<file path="src/verilog/vtb_pkg.sv">
`default_nettype none

package vtb_pkg;

	// Pixel bus shape
	localparam int ppc   = 2;                       // Pixels per clock
	localparam int bpc   = 8;                       // Bits per component
	localparam int pix_w = ppc * bpc;               // One component, all pixels

	// Colour levels
	localparam logic [bpc-1:0] lvl_hi = 8'd180;
	localparam logic [bpc-1:0] lvl_lo = 8'd16;

	// Register map
	localparam logic [7:0] addr_ctrl = 8'h00;       // [0] run, [3:1] format
	localparam logic [7:0] addr_hact = 8'h04;       // Active pixels
	localparam logic [7:0] addr_hblk = 8'h08;       // Blank pixels
	localparam logic [7:0] addr_vact = 8'h0C;       // Active lines
	localparam logic [7:0] addr_vblk = 8'h10;       // Blank lines

	// Small frame out of reset
	localparam logic [15:0] hact_rst = 16'd64;
	localparam logic [15:0] hblk_rst = 16'd16;
	localparam logic [15:0] vact_rst = 16'd16;
	localparam logic [15:0] vblk_rst = 16'd2;

	typedef enum logic [2:0]
	{
		fmt_full  = 3'd0,                           // Bars, ramp band, line band
		fmt_red   = 3'd1,
		fmt_green = 3'd2,
		fmt_blue  = 3'd3,
		fmt_ramp  = 3'd4
	} tpg_fmt_e;

	typedef struct packed
	{
		logic        psel;
		logic        penable;
		logic        pwrite;
		logic [7:0]  paddr;
		logic [31:0] pwdata;
	} apb_req_t;

	typedef struct packed
	{
		logic [31:0] prdata;
		logic        pready;
		logic        pslverr;
	} apb_rsp_t;

	// Control and geometry, 68 bits
	typedef struct packed
	{
		logic        run;
		tpg_fmt_e    fmt;
		logic [15:0] hact;
		logic [15:0] hblk;
		logic [15:0] vact;
		logic [15:0] vblk;
	} tpg_cfg_t;

	typedef struct packed
	{
		logic vs;
		logic hs;
		logic de;
	} vid_sync_t;

	typedef struct packed
	{
		logic [pix_w-1:0] r;
		logic [pix_w-1:0] g;
		logic [pix_w-1:0] b;
	} vid_pix_t;

endpackage

`default_nettype wire

</file>
<file path="src/verilog/vtb_apb_regs.sv">
`timescale 1ns/1ps
`default_nettype none

module vtb_apb_regs
(
	input wire                 CLK_IN,
	input wire                 rst_n,
	input wire vtb_pkg::apb_req_t apb_req,     // From bus master
	output vtb_pkg::apb_rsp_t  apb_rsp,
	output vtb_pkg::tpg_cfg_t  cfg             // To timing and pattern blocks
);

logic        access;                            // Access phase
logic        wr_en;
logic        hit;                               // Mapped address
logic [31:0] rdata;

	assign access = apb_req.psel & apb_req.penable;
	assign wr_en  = access & apb_req.pwrite;

// Address decode and read-back
	always_comb
	begin
		hit   = 1'b1;
		rdata = '0;                                 // Unused bits read zero
		case (apb_req.paddr)
			vtb_pkg::addr_ctrl : rdata[3:0]  = {cfg.fmt, cfg.run};
			vtb_pkg::addr_hact : rdata[15:0] = cfg.hact;
			vtb_pkg::addr_hblk : rdata[15:0] = cfg.hblk;
			vtb_pkg::addr_vact : rdata[15:0] = cfg.vact;
			vtb_pkg::addr_vblk : rdata[15:0] = cfg.vblk;
			default            : hit = 1'b0;    // Unmapped
		endcase
	end

// Response, zero wait states
	assign apb_rsp.pready  = 1'b1;
	assign apb_rsp.pslverr = access & ~hit;
	assign apb_rsp.prdata  = (access & hit) ? rdata : '0;

// Registers
	always_ff @(posedge CLK_IN or negedge rst_n)
	begin
		if (!rst_n)
		begin
			cfg.run  <= 1'b0;                       // Stopped
			cfg.fmt  <= vtb_pkg::fmt_full;
			cfg.hact <= vtb_pkg::hact_rst;
			cfg.hblk <= vtb_pkg::hblk_rst;
			cfg.vact <= vtb_pkg::vact_rst;
			cfg.vblk <= vtb_pkg::vblk_rst;
		end

		// Write on the edge closing the access phase
		else if (wr_en && hit)
		begin
			case (apb_req.paddr)
				vtb_pkg::addr_ctrl :
				begin
					cfg.run <= apb_req.pwdata[0];
					cfg.fmt <= vtb_pkg::tpg_fmt_e'(apb_req.pwdata[3:1]);
				end
				vtb_pkg::addr_hact : cfg.hact <= apb_req.pwdata[15:0];
				vtb_pkg::addr_hblk : cfg.hblk <= apb_req.pwdata[15:0];
				vtb_pkg::addr_vact : cfg.vact <= apb_req.pwdata[15:0];
				vtb_pkg::addr_vblk : cfg.vblk <= apb_req.pwdata[15:0];
				default : ;
			endcase
		end
	end

endmodule

`default_nettype wire

</file>
<file path="src/verilog/vtb_timing_gen.sv">
`timescale 1ns/1ps
`default_nettype none

module vtb_timing_gen
(
	input wire                  CLK_IN,
	input wire                  rst_n,
	input wire vtb_pkg::tpg_cfg_t cfg,
	output vtb_pkg::vid_sync_t  sync            // Registered vs, hs, de
);

logic        running;                           // Left idle
logic [15:0] hcnt;                              // Clock in line
logic [15:0] vcnt;                              // Line in frame
logic [15:0] h_act;                             // Latched geometry, in clocks
logic [15:0] h_blk;
logic [15:0] v_act;                             // Latched geometry, in lines
logic [15:0] v_blk;
logic [15:0] h_tot;
logic [15:0] v_tot;
logic        h_end;
logic        v_end;
logic [15:0] nxt_h;
logic [15:0] nxt_v;

	assign h_tot = h_act + h_blk;
	assign v_tot = v_act + v_blk;
	assign h_end = (hcnt == h_tot - 16'd1);     // Last clock of line
	assign v_end = (vcnt == v_tot - 16'd1);     // Last line of frame

// Next position
	always_comb
	begin
		nxt_h = '0;                                 // Idle exit starts at 0,0
		nxt_v = '0;
		if (running)
		begin
			if (h_end)
				nxt_v = v_end ? 16'd0 : vcnt + 16'd1;
			else
			begin
				nxt_h = hcnt + 16'd1;
				nxt_v = vcnt;
			end
		end
	end

// Geometry, tracked in idle and reloaded per frame
	always_ff @(posedge CLK_IN or negedge rst_n)
	begin
		if (!rst_n)
		begin
			h_act <= '0;
			h_blk <= '0;
			v_act <= '0;
			v_blk <= '0;
		end
		else if (!running || (h_end && v_end))
		begin
			h_act <= {1'b0, cfg.hact[15:1]};        // Two pixels per clock
			h_blk <= {1'b0, cfg.hblk[15:1]};
			v_act <= cfg.vact;
			v_blk <= cfg.vblk;
		end
	end

// Counters and syncs
	always_ff @(posedge CLK_IN or negedge rst_n)
	begin
		if (!rst_n)
		begin
			running <= 1'b0;
			hcnt    <= '0;
			vcnt    <= '0;
			sync    <= '0;
		end

		// Idle, all syncs low
		else if (!cfg.run)
		begin
			running <= 1'b0;
			hcnt    <= '0;
			vcnt    <= '0;
			sync    <= '0;
		end

		else
		begin
			running <= 1'b1;
			hcnt    <= nxt_h;
			vcnt    <= nxt_v;
			sync.de <= (nxt_v < v_act) && (nxt_h < h_act);
			sync.hs <= (nxt_h >= h_act) && (nxt_h < h_act + 16'd2);  // 2 clocks into blank
			sync.vs <= (nxt_v == v_act);            // First blank line
		end
	end

endmodule

`default_nettype wire

</file>
<file path="src/verilog/vtb_tpg.sv">
`timescale 1ns/1ps
`default_nettype none

module vtb_tpg
(
	input wire                  CLK_IN,
	input wire                  rst_n,
	input wire vtb_pkg::tpg_cfg_t cfg,
	input wire vtb_pkg::vid_sync_t sync_in,     // From timing generator
	output vtb_pkg::vid_sync_t  sync_out,       // Delayed by two
	output vtb_pkg::vid_pix_t   pix
);

vtb_pkg::vid_sync_t s1;                         // Sync stage 1
vtb_pkg::vid_sync_t s2;                         // Sync stage 2, also edge flop
logic               vs_re;
logic               de_fe;
logic [15:0]        pcnt;                       // Clock in active line
logic [15:0]        lcnt;                       // Line in frame
logic [15:0]        bar_w;                      // Bar width in clocks
logic [15:0]        vquad;
logic [15:0]        ramp_str;                   // First ramp line
logic [15:0]        lines_str;                  // First line-band line
logic [2:0]         bar_rgb;                    // Bar colour as r,g,b high flags
vtb_pkg::vid_pix_t  ramp_pix;
vtb_pkg::vid_pix_t  lines_pix;
vtb_pkg::vid_pix_t  nxt_pix;

	// Flat colour, each flag selects high or low level
	function automatic vtb_pkg::vid_pix_t solid(input logic [2:0] rgb);
		vtb_pkg::vid_pix_t p;
		p.r = {vtb_pkg::ppc{rgb[2] ? vtb_pkg::lvl_hi : vtb_pkg::lvl_lo}};
		p.g = {vtb_pkg::ppc{rgb[1] ? vtb_pkg::lvl_hi : vtb_pkg::lvl_lo}};
		p.b = {vtb_pkg::ppc{rgb[0] ? vtb_pkg::lvl_hi : vtb_pkg::lvl_lo}};
		return p;
	endfunction

// Sync delay
	always_ff @(posedge CLK_IN or negedge rst_n)
	begin
		if (!rst_n)
		begin
			s1 <= '0;
			s2 <= '0;
		end
		else
		begin
			s1 <= sync_in;
			s2 <= s1;
		end
	end

	assign sync_out = s2;

	// Edges of stage 1 against stage 2
	assign vs_re = s1.vs & ~s2.vs;
	assign de_fe = s2.de & ~s1.de;

// Pixel and line counters
	always_ff @(posedge CLK_IN or negedge rst_n)
	begin
		if (!rst_n)
		begin
			pcnt <= '0;
			lcnt <= '0;
		end
		else if (!cfg.run)
		begin
			pcnt <= '0;                             // Held while stopped
			lcnt <= '0;
		end
		else
		begin
			pcnt <= s1.de ? pcnt + 16'd1 : 16'd0;
			if (vs_re)
				lcnt <= '0;                         // New frame
			else if (de_fe)
				lcnt <= lcnt + 16'd1;               // End of active line
		end
	end

// Band limits from the active height
	assign vquad     = {2'b00, cfg.vact[15:2]};
	assign ramp_str  = {vquad[14:0], 1'b0};
	assign lines_str = vquad + {vquad[14:0], 1'b0};
	assign bar_w     = {4'b0000, cfg.hact[15:4]};   // hact/16 clocks

// Bar select
	always_comb
	begin
		if (pcnt < bar_w)
			bar_rgb = 3'b111;                       // White
		else if (pcnt < bar_w * 16'd2)
			bar_rgb = 3'b110;                       // Yellow
		else if (pcnt < bar_w * 16'd3)
			bar_rgb = 3'b011;                       // Cyan
		else if (pcnt < bar_w * 16'd4)
			bar_rgb = 3'b010;                       // Green
		else if (pcnt < bar_w * 16'd5)
			bar_rgb = 3'b101;                       // Magenta
		else if (pcnt < bar_w * 16'd6)
			bar_rgb = 3'b100;                       // Red
		else if (pcnt < bar_w * 16'd7)
			bar_rgb = 3'b001;                       // Blue
		else
			bar_rgb = 3'b000;                       // Black
	end

	// Ramp, upper pixel odd, lower pixel even
	assign ramp_pix.r  = {pcnt[6:0], 1'b1, pcnt[6:0], 1'b0};
	assign ramp_pix.g  = ramp_pix.r;
	assign ramp_pix.b  = ramp_pix.r;

	// Line band, full scale on odd clocks
	assign lines_pix.r = {vtb_pkg::pix_w{pcnt[0]}};
	assign lines_pix.g = lines_pix.r;
	assign lines_pix.b = lines_pix.r;

// Format mux
	always_comb
	begin
		case (cfg.fmt)
			vtb_pkg::fmt_red   : nxt_pix = solid(3'b100);
			vtb_pkg::fmt_green : nxt_pix = solid(3'b010);
			vtb_pkg::fmt_blue  : nxt_pix = solid(3'b001);
			vtb_pkg::fmt_ramp  : nxt_pix = ramp_pix;
			default :
			begin
				if (lcnt >= lines_str)
					nxt_pix = lines_pix;            // Bottom quarter
				else if (lcnt >= ramp_str)
					nxt_pix = ramp_pix;             // Third quarter
				else
					nxt_pix = solid(bar_rgb);       // Top half
			end
		endcase
	end

	// Lines up with stage 2 de
	always_ff @(posedge CLK_IN or negedge rst_n)
	begin
		if (!rst_n)
			pix <= '0;
		else
			pix <= nxt_pix;
	end

endmodule

`default_nettype wire

</file>
<file path="src/verilog/vtb_top.sv">
`timescale 1ns/1ps
`default_nettype none

module vtb_top
(
	input wire                  CLK_IN,
	input wire                  rst_n,
	input wire vtb_pkg::apb_req_t apb_req,
	output vtb_pkg::apb_rsp_t   apb_rsp,
	output vtb_pkg::vid_sync_t  vid_sync,
	output vtb_pkg::vid_pix_t   vid_pix
);

vtb_pkg::tpg_cfg_t  cfg;                        // Shared configuration
vtb_pkg::vid_sync_t tg_sync;                    // Timing generator syncs

	vtb_apb_regs u_regs
	(
		.CLK_IN  (CLK_IN),
		.rst_n   (rst_n),
		.apb_req (apb_req),
		.apb_rsp (apb_rsp),
		.cfg     (cfg)
	);

	vtb_timing_gen u_timing
	(
		.CLK_IN (CLK_IN),
		.rst_n  (rst_n),
		.cfg    (cfg),
		.sync   (tg_sync)
	);

	// Pattern and delayed syncs out
	vtb_tpg u_tpg
	(
		.CLK_IN   (CLK_IN),
		.rst_n    (rst_n),
		.cfg      (cfg),
		.sync_in  (tg_sync),
		.sync_out (vid_sync),
		.pix      (vid_pix)
	);

endmodule

`default_nettype wire

</file>
<file path="config.mk">
export PLATFORM = sky130hd
export DESIGN_NAME = vtb_top
export DESIGN_NICKNAME = d
export VERILOG_FILES = /design/src/verilog/vtb_pkg.sv /design/src/verilog/vtb_apb_regs.sv /design/src/verilog/vtb_timing_gen.sv /design/src/verilog/vtb_tpg.sv /design/src/verilog/vtb_top.sv
export SDC_FILE = /design/constraint.sdc
export NUM_CORES = 1
export LEC_CHECK = 0
export BUFFER_PORTS_ARGS = -buffer_cell sky130_fd_sc_hd__buf_2
export CAP_MARGIN = 20
export CORE_MARGIN = 2
export CORE_UTILIZATION = 47
export DETAILED_ROUTE_END_ITERATION = 8
export PLACE_DENSITY = 0.67
export SLEW_MARGIN = 20
export SYNTH_ARGS = -nofsm -noshare
export SYNTH_HDL_FRONTEND = slang
export SYNTH_SLANG_ARGS = --single-unit
</file>
<file path="constraint.sdc">
create_clock -name CLK_IN -period 6.9 [get_ports CLK_IN]
set_clock_uncertainty 0.05 [all_clocks]
set_input_delay 0.69 -clock CLK_IN [delete_from_list [all_inputs] [get_ports CLK_IN]]
set_output_delay 0.69 -clock CLK_IN [all_outputs]
set_load 0.01 [all_outputs]
</file>
==> results of run 1 <==
## flip-flops by register name, indices dropped and copies added, names as in the netlist, 16 cells and up
name            cells
u_tpg.pcnt         16
u_timing.v_act     16
u_timing.hcnt      16
u_timing.vcnt      16
u_regs.cfg         68
u_tpg.lcnt         16
u_timing.v_blk     16
## stage by stage
step | util [%] | hold slack [ns] | cells | area [µm²] | setup WS [ns]
finish | 52.1 | 0.0883 | 2578 | 20200 | 0.556
global route | 52.1 | 0.140 | 2578 | 20200 | 0.122
CTS | 52.1 | 0.113 | 2578 | 20200 | 0.643
detailed placement | 49.8 | 0.289 | 2530 | 19300 | 0.696
global placement | 49.8 | 0.286 | 2530 | 19300 | 0.778
floorplan | - | 0.281 | 1996 | 18700 | 1.15
## path summary, 6_finish.rpt
check                                         to  slack (ns)  cells after the start
worst max-delay path            u_timing.sync[0]        0.56                     25
worst min-delay path               u_tpg.lcnt[3]        0.09                      1
worst max register to register  u_timing.sync[0]        0.56                     25
worst min register to register       u_tpg.s1[2]        0.30                      0
max in group asynchronous         u_tpg.pcnt[12]        5.22                      2
min in group CLK_IN                  u_tpg.s1[2]        0.30                      0
## area by class of cell
type,count,area (µm²)
fill,3506,18600
tap,518,648
sequential,219,5490
clock inverter,12,174
clock buffer,36,718
inverter,199,747
timing repair buffer,107,586
multi-input combinational,1487,11900
## critical path, stage by stage, from the launching register on
cell      delay (ns)
dfrtp_1         0.53
inv_1           0.11
ha_1            0.28
inv_1           0.06
ha_1            0.18
inv_1           0.06
fa_1            0.40
nand2b_1        0.20
a21boi_0        0.30
o221ai_1        0.23
and2_1          0.24
a211o_1         0.27
nor4_1          0.31
nand4_1         0.30
o41ai_4         0.48
buf_12          0.32
nor2_1          0.10
ha_1            0.31
a21o_1          0.17
a21o_1          0.18
a21oi_1         0.15
nor2b_1         0.06
o21ai_0         0.18
a31oi_1         0.14
or4_1           0.49
nor3_1          0.13
## cells by family (layout without fill, tap and decap cells)
logic type                 Yosys count  count (layout)  share of synthesized area, %
AOI/OAI and AO/OA                  356             356                          13.0
DFF                                219             219                          29.5
other                                2              17                        0.0404
adders and majority gates          300             300                          20.8
xor gates and xnor gates           157             157                          7.39
muxes                              148             148                          8.77
buffers and inverters              290             354                          7.10
and+or+nand+nor                    509             509                          13.4
## cells in the final DEF, fill, tap and decap left out, types with 10 or more instances in the layout
| cell | count |
|---|---|
| ha_1 | 281 |
| and3_1 | 19 |
| o21ai_0 | 54 |
| mux2_2 | 117 |
| o21bai_1 | 14 |
| clkbuf_16 | 26 |
| mux2i_1 | 28 |
| buf_4 | 10 |
| a222oi_1 | 16 |
| a21oi_1 | 96 |
| conb_1 | 17 |
| nor2_1 | 157 |
| nor3_1 | 60 |
| inv_1 | 196 |
| dfrtp_1 | 215 |
| nand3_1 | 54 |
| nor4_1 | 14 |
| a31oi_1 | 14 |
| nand2b_1 | 16 |
| or2_2 | 10 |
| o21a_1 | 17 |
| a21o_1 | 47 |
| a211oi_1 | 20 |
| fa_1 | 17 |
| xnor2_1 | 100 |
| nand4_1 | 39 |
| nor2b_1 | 16 |
| nand2_1 | 83 |
| buf_2 | 95 |
| xor2_1 | 57 |
| o211ai_1 | 12 |
## layer usage
layer	routed length, µm	share of wire [%]	vias up
met3	2260	4.7	72
met5	0	0	-
li1	-	-	7093
met1	22700	47	7101
met4	1400	2.9	0
met2	21800	45	368
## report_power, final
| part | internal (µW) | switching, µW |
|---|---|---|
| Combinational | 15.5 | 50.7 |
| Clock | 847 | 574 |
| Sequential | 1290 | 0.650 |
==> impl_metrics.toml, run 1 <==
[synth]
synth_common_cells = "281 x ha_1, 215 x dfrtp_1, 196 x inv_1, 157 x nor2_1, 117 x mux2_2"
synthArstFlopShare_pct = 100
synth_top_area_share_pct = 28.9
synth_seq_cells = 219
synth.area.top_cells = "dfrtp_1 29%, ha_1 19%, mux2_2 7.1%, xnor2_1 4.7%, inv_1 4.0%"
synthFlopType = "dfrtp_1"
ys_types = 76
avgSynthCellArea_um2 = 9.39
syn_area_um2 = 18600
synth-edff-count = 0
synthMostInstantiatedCell = "ha_1"
ys.warnings.count = 0
syn_inst = 1981
synth_largest_area_cell = "dfrtp_1"
yosysSeqAreaShare_pct = 29.5

[cts]
root_buffer = "clkbuf_16"
cts_resized = 0
clk_latency_ns = 0.57
clkSinkCount = 219
hold_buffers = 0
post_cts_buffers = 0
cts_max_path_buffers = 3
numCtsBuffers = 26
cts-htree-levels = 1
clk_pin_slew_worst_paths_ns = 0.06
cts_tree = "built"

[power_and_ir_drop]
power_density_nw_per_um2 = 137
p_leak_uw = 0.0102
ir_drop_mv = 0.187
totalPowerFinal_uw = 2770

[sta]
slew_viol_final = 0
fmaxAchievable_mhz = 158
worstMarginPinSlew_ns = 1.23
timing.max_slew.rel_slack_pct = 17.3
setup_viol = 0
rsz0062_at_grt = "false"
min_period_ns = 6.34
tns_ns = 0
finalHoldViolCount = 0
finalCritPeriodShare_pct = 91.9

[grt]
busiest_layer = "met2"
grt_pass1_wl_um = 77300
gr-usage-met1_pct = 33.2
met2_usage_pct = 37.4
grt_remaining_overflow = 0
grt_usage_pct = 23.3
grt_max_degree = 92
grt_antenna_before_repair = 2
grt_pass1_vias = 14443
met3_usage_pct = 2.28

[worst_setup_path]
path_max_fanout = 52
worstPathRequired_ns = 7.34
cp-end-kind = "flop"
r2r-start = "u_timing.h_act[1]"
setup.worst_path.start = "u_timing.h_act[1]"
crit_type = "reg -> reg"
worstSetupStartpointType = "flop"
arrival_ns = 6.78

[floorplan]
die_h_um = 203
initial_core_util_pct = 47.9
io_pins = 130
core_region_area_um2 = 38800
core.rowCount = 72
die-area_um2 = 41200
die_w_um = 203

[drt]
num_vias = 14634
drc_errors = 0
via_per_inst = 5.68
dr.first_iter.drc_count = 1113
firstDrtPassIters = 8
wirelength_um = 48200
wl_per_cell_um = 18.7
ant_nets = 0

[status]
status = "finished clean"

[placed_design]
port_buffers = 96
globalplace.congestion = 0.922
hpwlAfterDp_um = 37600

[cells_and_area]
drive_above_1_share_pct = 14.1
diodes = 0
layout.nets = 2383
area_growth_pct = 8.69

[run]
drv_cap = 0

[hold_path]
holdCritPathClass = "in -> async"
(Power assumes the default switching activity.)
==> run 2, diff against run 1 <==
Settings changed: CTS_BUF_LIST from default to sky130_fd_sc_hd__clkbuf_16.
==> run 2 against run 1 <==
  * Non-clock buffer count unchanged
  * Via count increased by 0.18%
  * Final cell count unchanged
  * Maximum frequency decreased by 0.60%
  * Clock power decreased by 3%
  * Sequential power about the same
  * Largest cell class unchanged
  * Cell area decreased by 0.15%
  * Clock-buffer cell count decreased by 10
  * Sequential share of layout area about the same
  * Flip-flop and latch count unchanged
==> impl_metrics.toml, run 2 (same netlist as run 1, synthesis figures left out) <==
[cts]
numCtsBuffers = 26
root_buffer = "clkbuf_16"
cts_resized = 0
cts_tree = "built"
clk_pin_slew_worst_paths_ns = 0.06
clk_latency_ns = 0.57
cts_max_path_buffers = 3
post_cts_buffers = 0
hold_buffers = 0
cts-htree-levels = 1
clkSinkCount = 219

[worst_setup_path]
r2r-start = "u_timing.h_act[1]"
reg2reg_depth = 25
worstSetupStartpointType = "flop"
path_max_fanout = 52
cp-end-kind = "flop"
arrival_ns = 6.82
setup.worst_path.start = "u_timing.h_act[1]"
r2r_end = "u_timing.sync[0]"
cp-endpoint = "u_timing.sync[0]"
crit_type = "reg -> reg"
worst-r2r-setup-slack_ns = 0.52
worstPathRequired_ns = 7.34

[drt]
ant_nets = 0
dr.first_iter.drc_count = 1118
num_vias = 14661
wirelength_um = 48100
drc_errors = 0
firstDrtPassIters = 7
wl_per_cell_um = 18.7
via_per_inst = 5.69

[run]
drv_cap = 0

[cells_and_area]
largest_reg_flops = 68
drive_above_1_share_pct = 13.9
diodes = 0
layout.nets = 2383
area_growth_pct = 8.53
largest_register = "u_regs.cfg"
layout_commonest_cell = "ha_1"
layout_common_cells = "281 x ha_1, 215 x dfrtp_1, 203 x inv_1"

[grt]
grt_antenna_before_repair = 2
busiest_layer = "met2"
met2_usage_pct = 37.3
grt_pass1_vias = 14419
grt_pass1_wl_um = 77300
grt_max_degree = 92
gr-usage-met1_pct = 33.2
grt_remaining_overflow = 0
met3_usage_pct = 2.28
grt_usage_pct = 23.3

[sta]
min_period_ns = 6.38
finalHoldViolCount = 0
worstMarginPinSlew_ns = 1.13
slew_viol_final = 0
rsz0062_at_grt = "false"
timing.max_slew.rel_slack_pct = 24.0
tns_ns = 0
whs_ns = 0.0861
fmaxAchievable_mhz = 157
finalCritPeriodShare_pct = 92.5
setup_viol = 0

[power_and_ir_drop]
power_density_nw_per_um2 = 135
p_leak_uw = 0.0102
ir_drop_mv = 0.188

[placed_design]
globalplace.congestion = 0.922
port_buffers = 96
hpwlAfterDp_um = 37600

[floorplan]
core.rowCount = 72
core_region_area_um2 = 38800
die_h_um = 203
initial_core_util_pct = 47.9
io_pins = 130
die_w_um = 203
die-area_um2 = 41200

[hold_path]
holdCritPathClass = "in -> async"

[status]
status = "finished clean"
run 2: cell types whose count changed in the layout (fill, tap and decap cells not counted):
cell,before,now
clkinv_1,3,6
inv_1,196,203
clkbuf_1,7,0
clkbuf_8,3,0
run 2: routing by layer:
layer  wire (µm)  up-vias  part of all wire [%]
met1       22700     7134                    47
met5           0        -                     0
met2       21900      352                    46
met3        2100       71                   4.4
li1            -     7104                     -
met4        1360        0                   2.8
run 2: critical path: stages, from the launching register on:
cell      delay (ns)
dfrtp_1         0.54
inv_1           0.12
ha_1            0.29
inv_1           0.06
ha_1            0.18
inv_1           0.06
fa_1            0.40
nand2b_1        0.20
a21boi_0        0.32
o221ai_1        0.23
and2_1          0.24
a211o_1         0.27
nor4_1          0.30
nand4_1         0.30
o41ai_4         0.49
buf_12          0.32
nor2_1          0.11
ha_1            0.31
a21o_1          0.17
a21o_1          0.18
a21oi_1         0.15
nor2b_1         0.06
o21ai_0         0.18
a31oi_1         0.14
or4_1           0.49
nor3_1          0.13
run 2: worst min path at each step:
| stage | startpoint | endpoint | slack, ns | depth (start not counted) |
|---|---|---|---|---|
| CTS | rst_n | u_tpg.lcnt[11] | 0.11 | 1 |
| finish | rst_n | u_tpg.lcnt[13] | 0.09 | 1 |
| global placement | u_timing.sync[1] | u_tpg.s1[1] | 0.29 | 0 |
| global route | rst_n | u_tpg.lcnt[10] | 0.14 | 1 |
| floorplan | u_timing.sync[0] | u_tpg.s1[0] | 0.28 | 0 |
| detailed placement | u_tpg.s1[1] | u_tpg.sync_out[1] | 0.29 | 0 |
run 2: through the flow:
step                instances  util [%]  worst slack, ns  area [µm²]  power [µW]
global placement         2530      49.8            0.778       19300        1380
global route             2578      52.0            0.122       20200        2810
floorplan                1996         -             1.15       18700        1340
finish                   2578      52.0            0.518       20200        2730
detailed placement       2530      49.8            0.696       19300        1380
CTS                      2578      52.0            0.643       20200        2750
run 2: power breakdown:
part	switching, µW	total (µW)	leakage, µW	internal (µW)
Clock	575	1380	0.000444	803
Sequential	0.648	1290	0.00305	1290
Combinational	50.8	66.2	0.00667	15.5
Total	626	2730	0.0102	2100
run 2: layout make-up:
cell class              count  area [µm²]
fillers                  3516       18600
multi-input cells        1487       11900
flip-flops and latches    219        5490
inverters                 199         747
clock buffers              26         651
well taps                 518         648
repair buffers            107         586
clock inverters            22         211
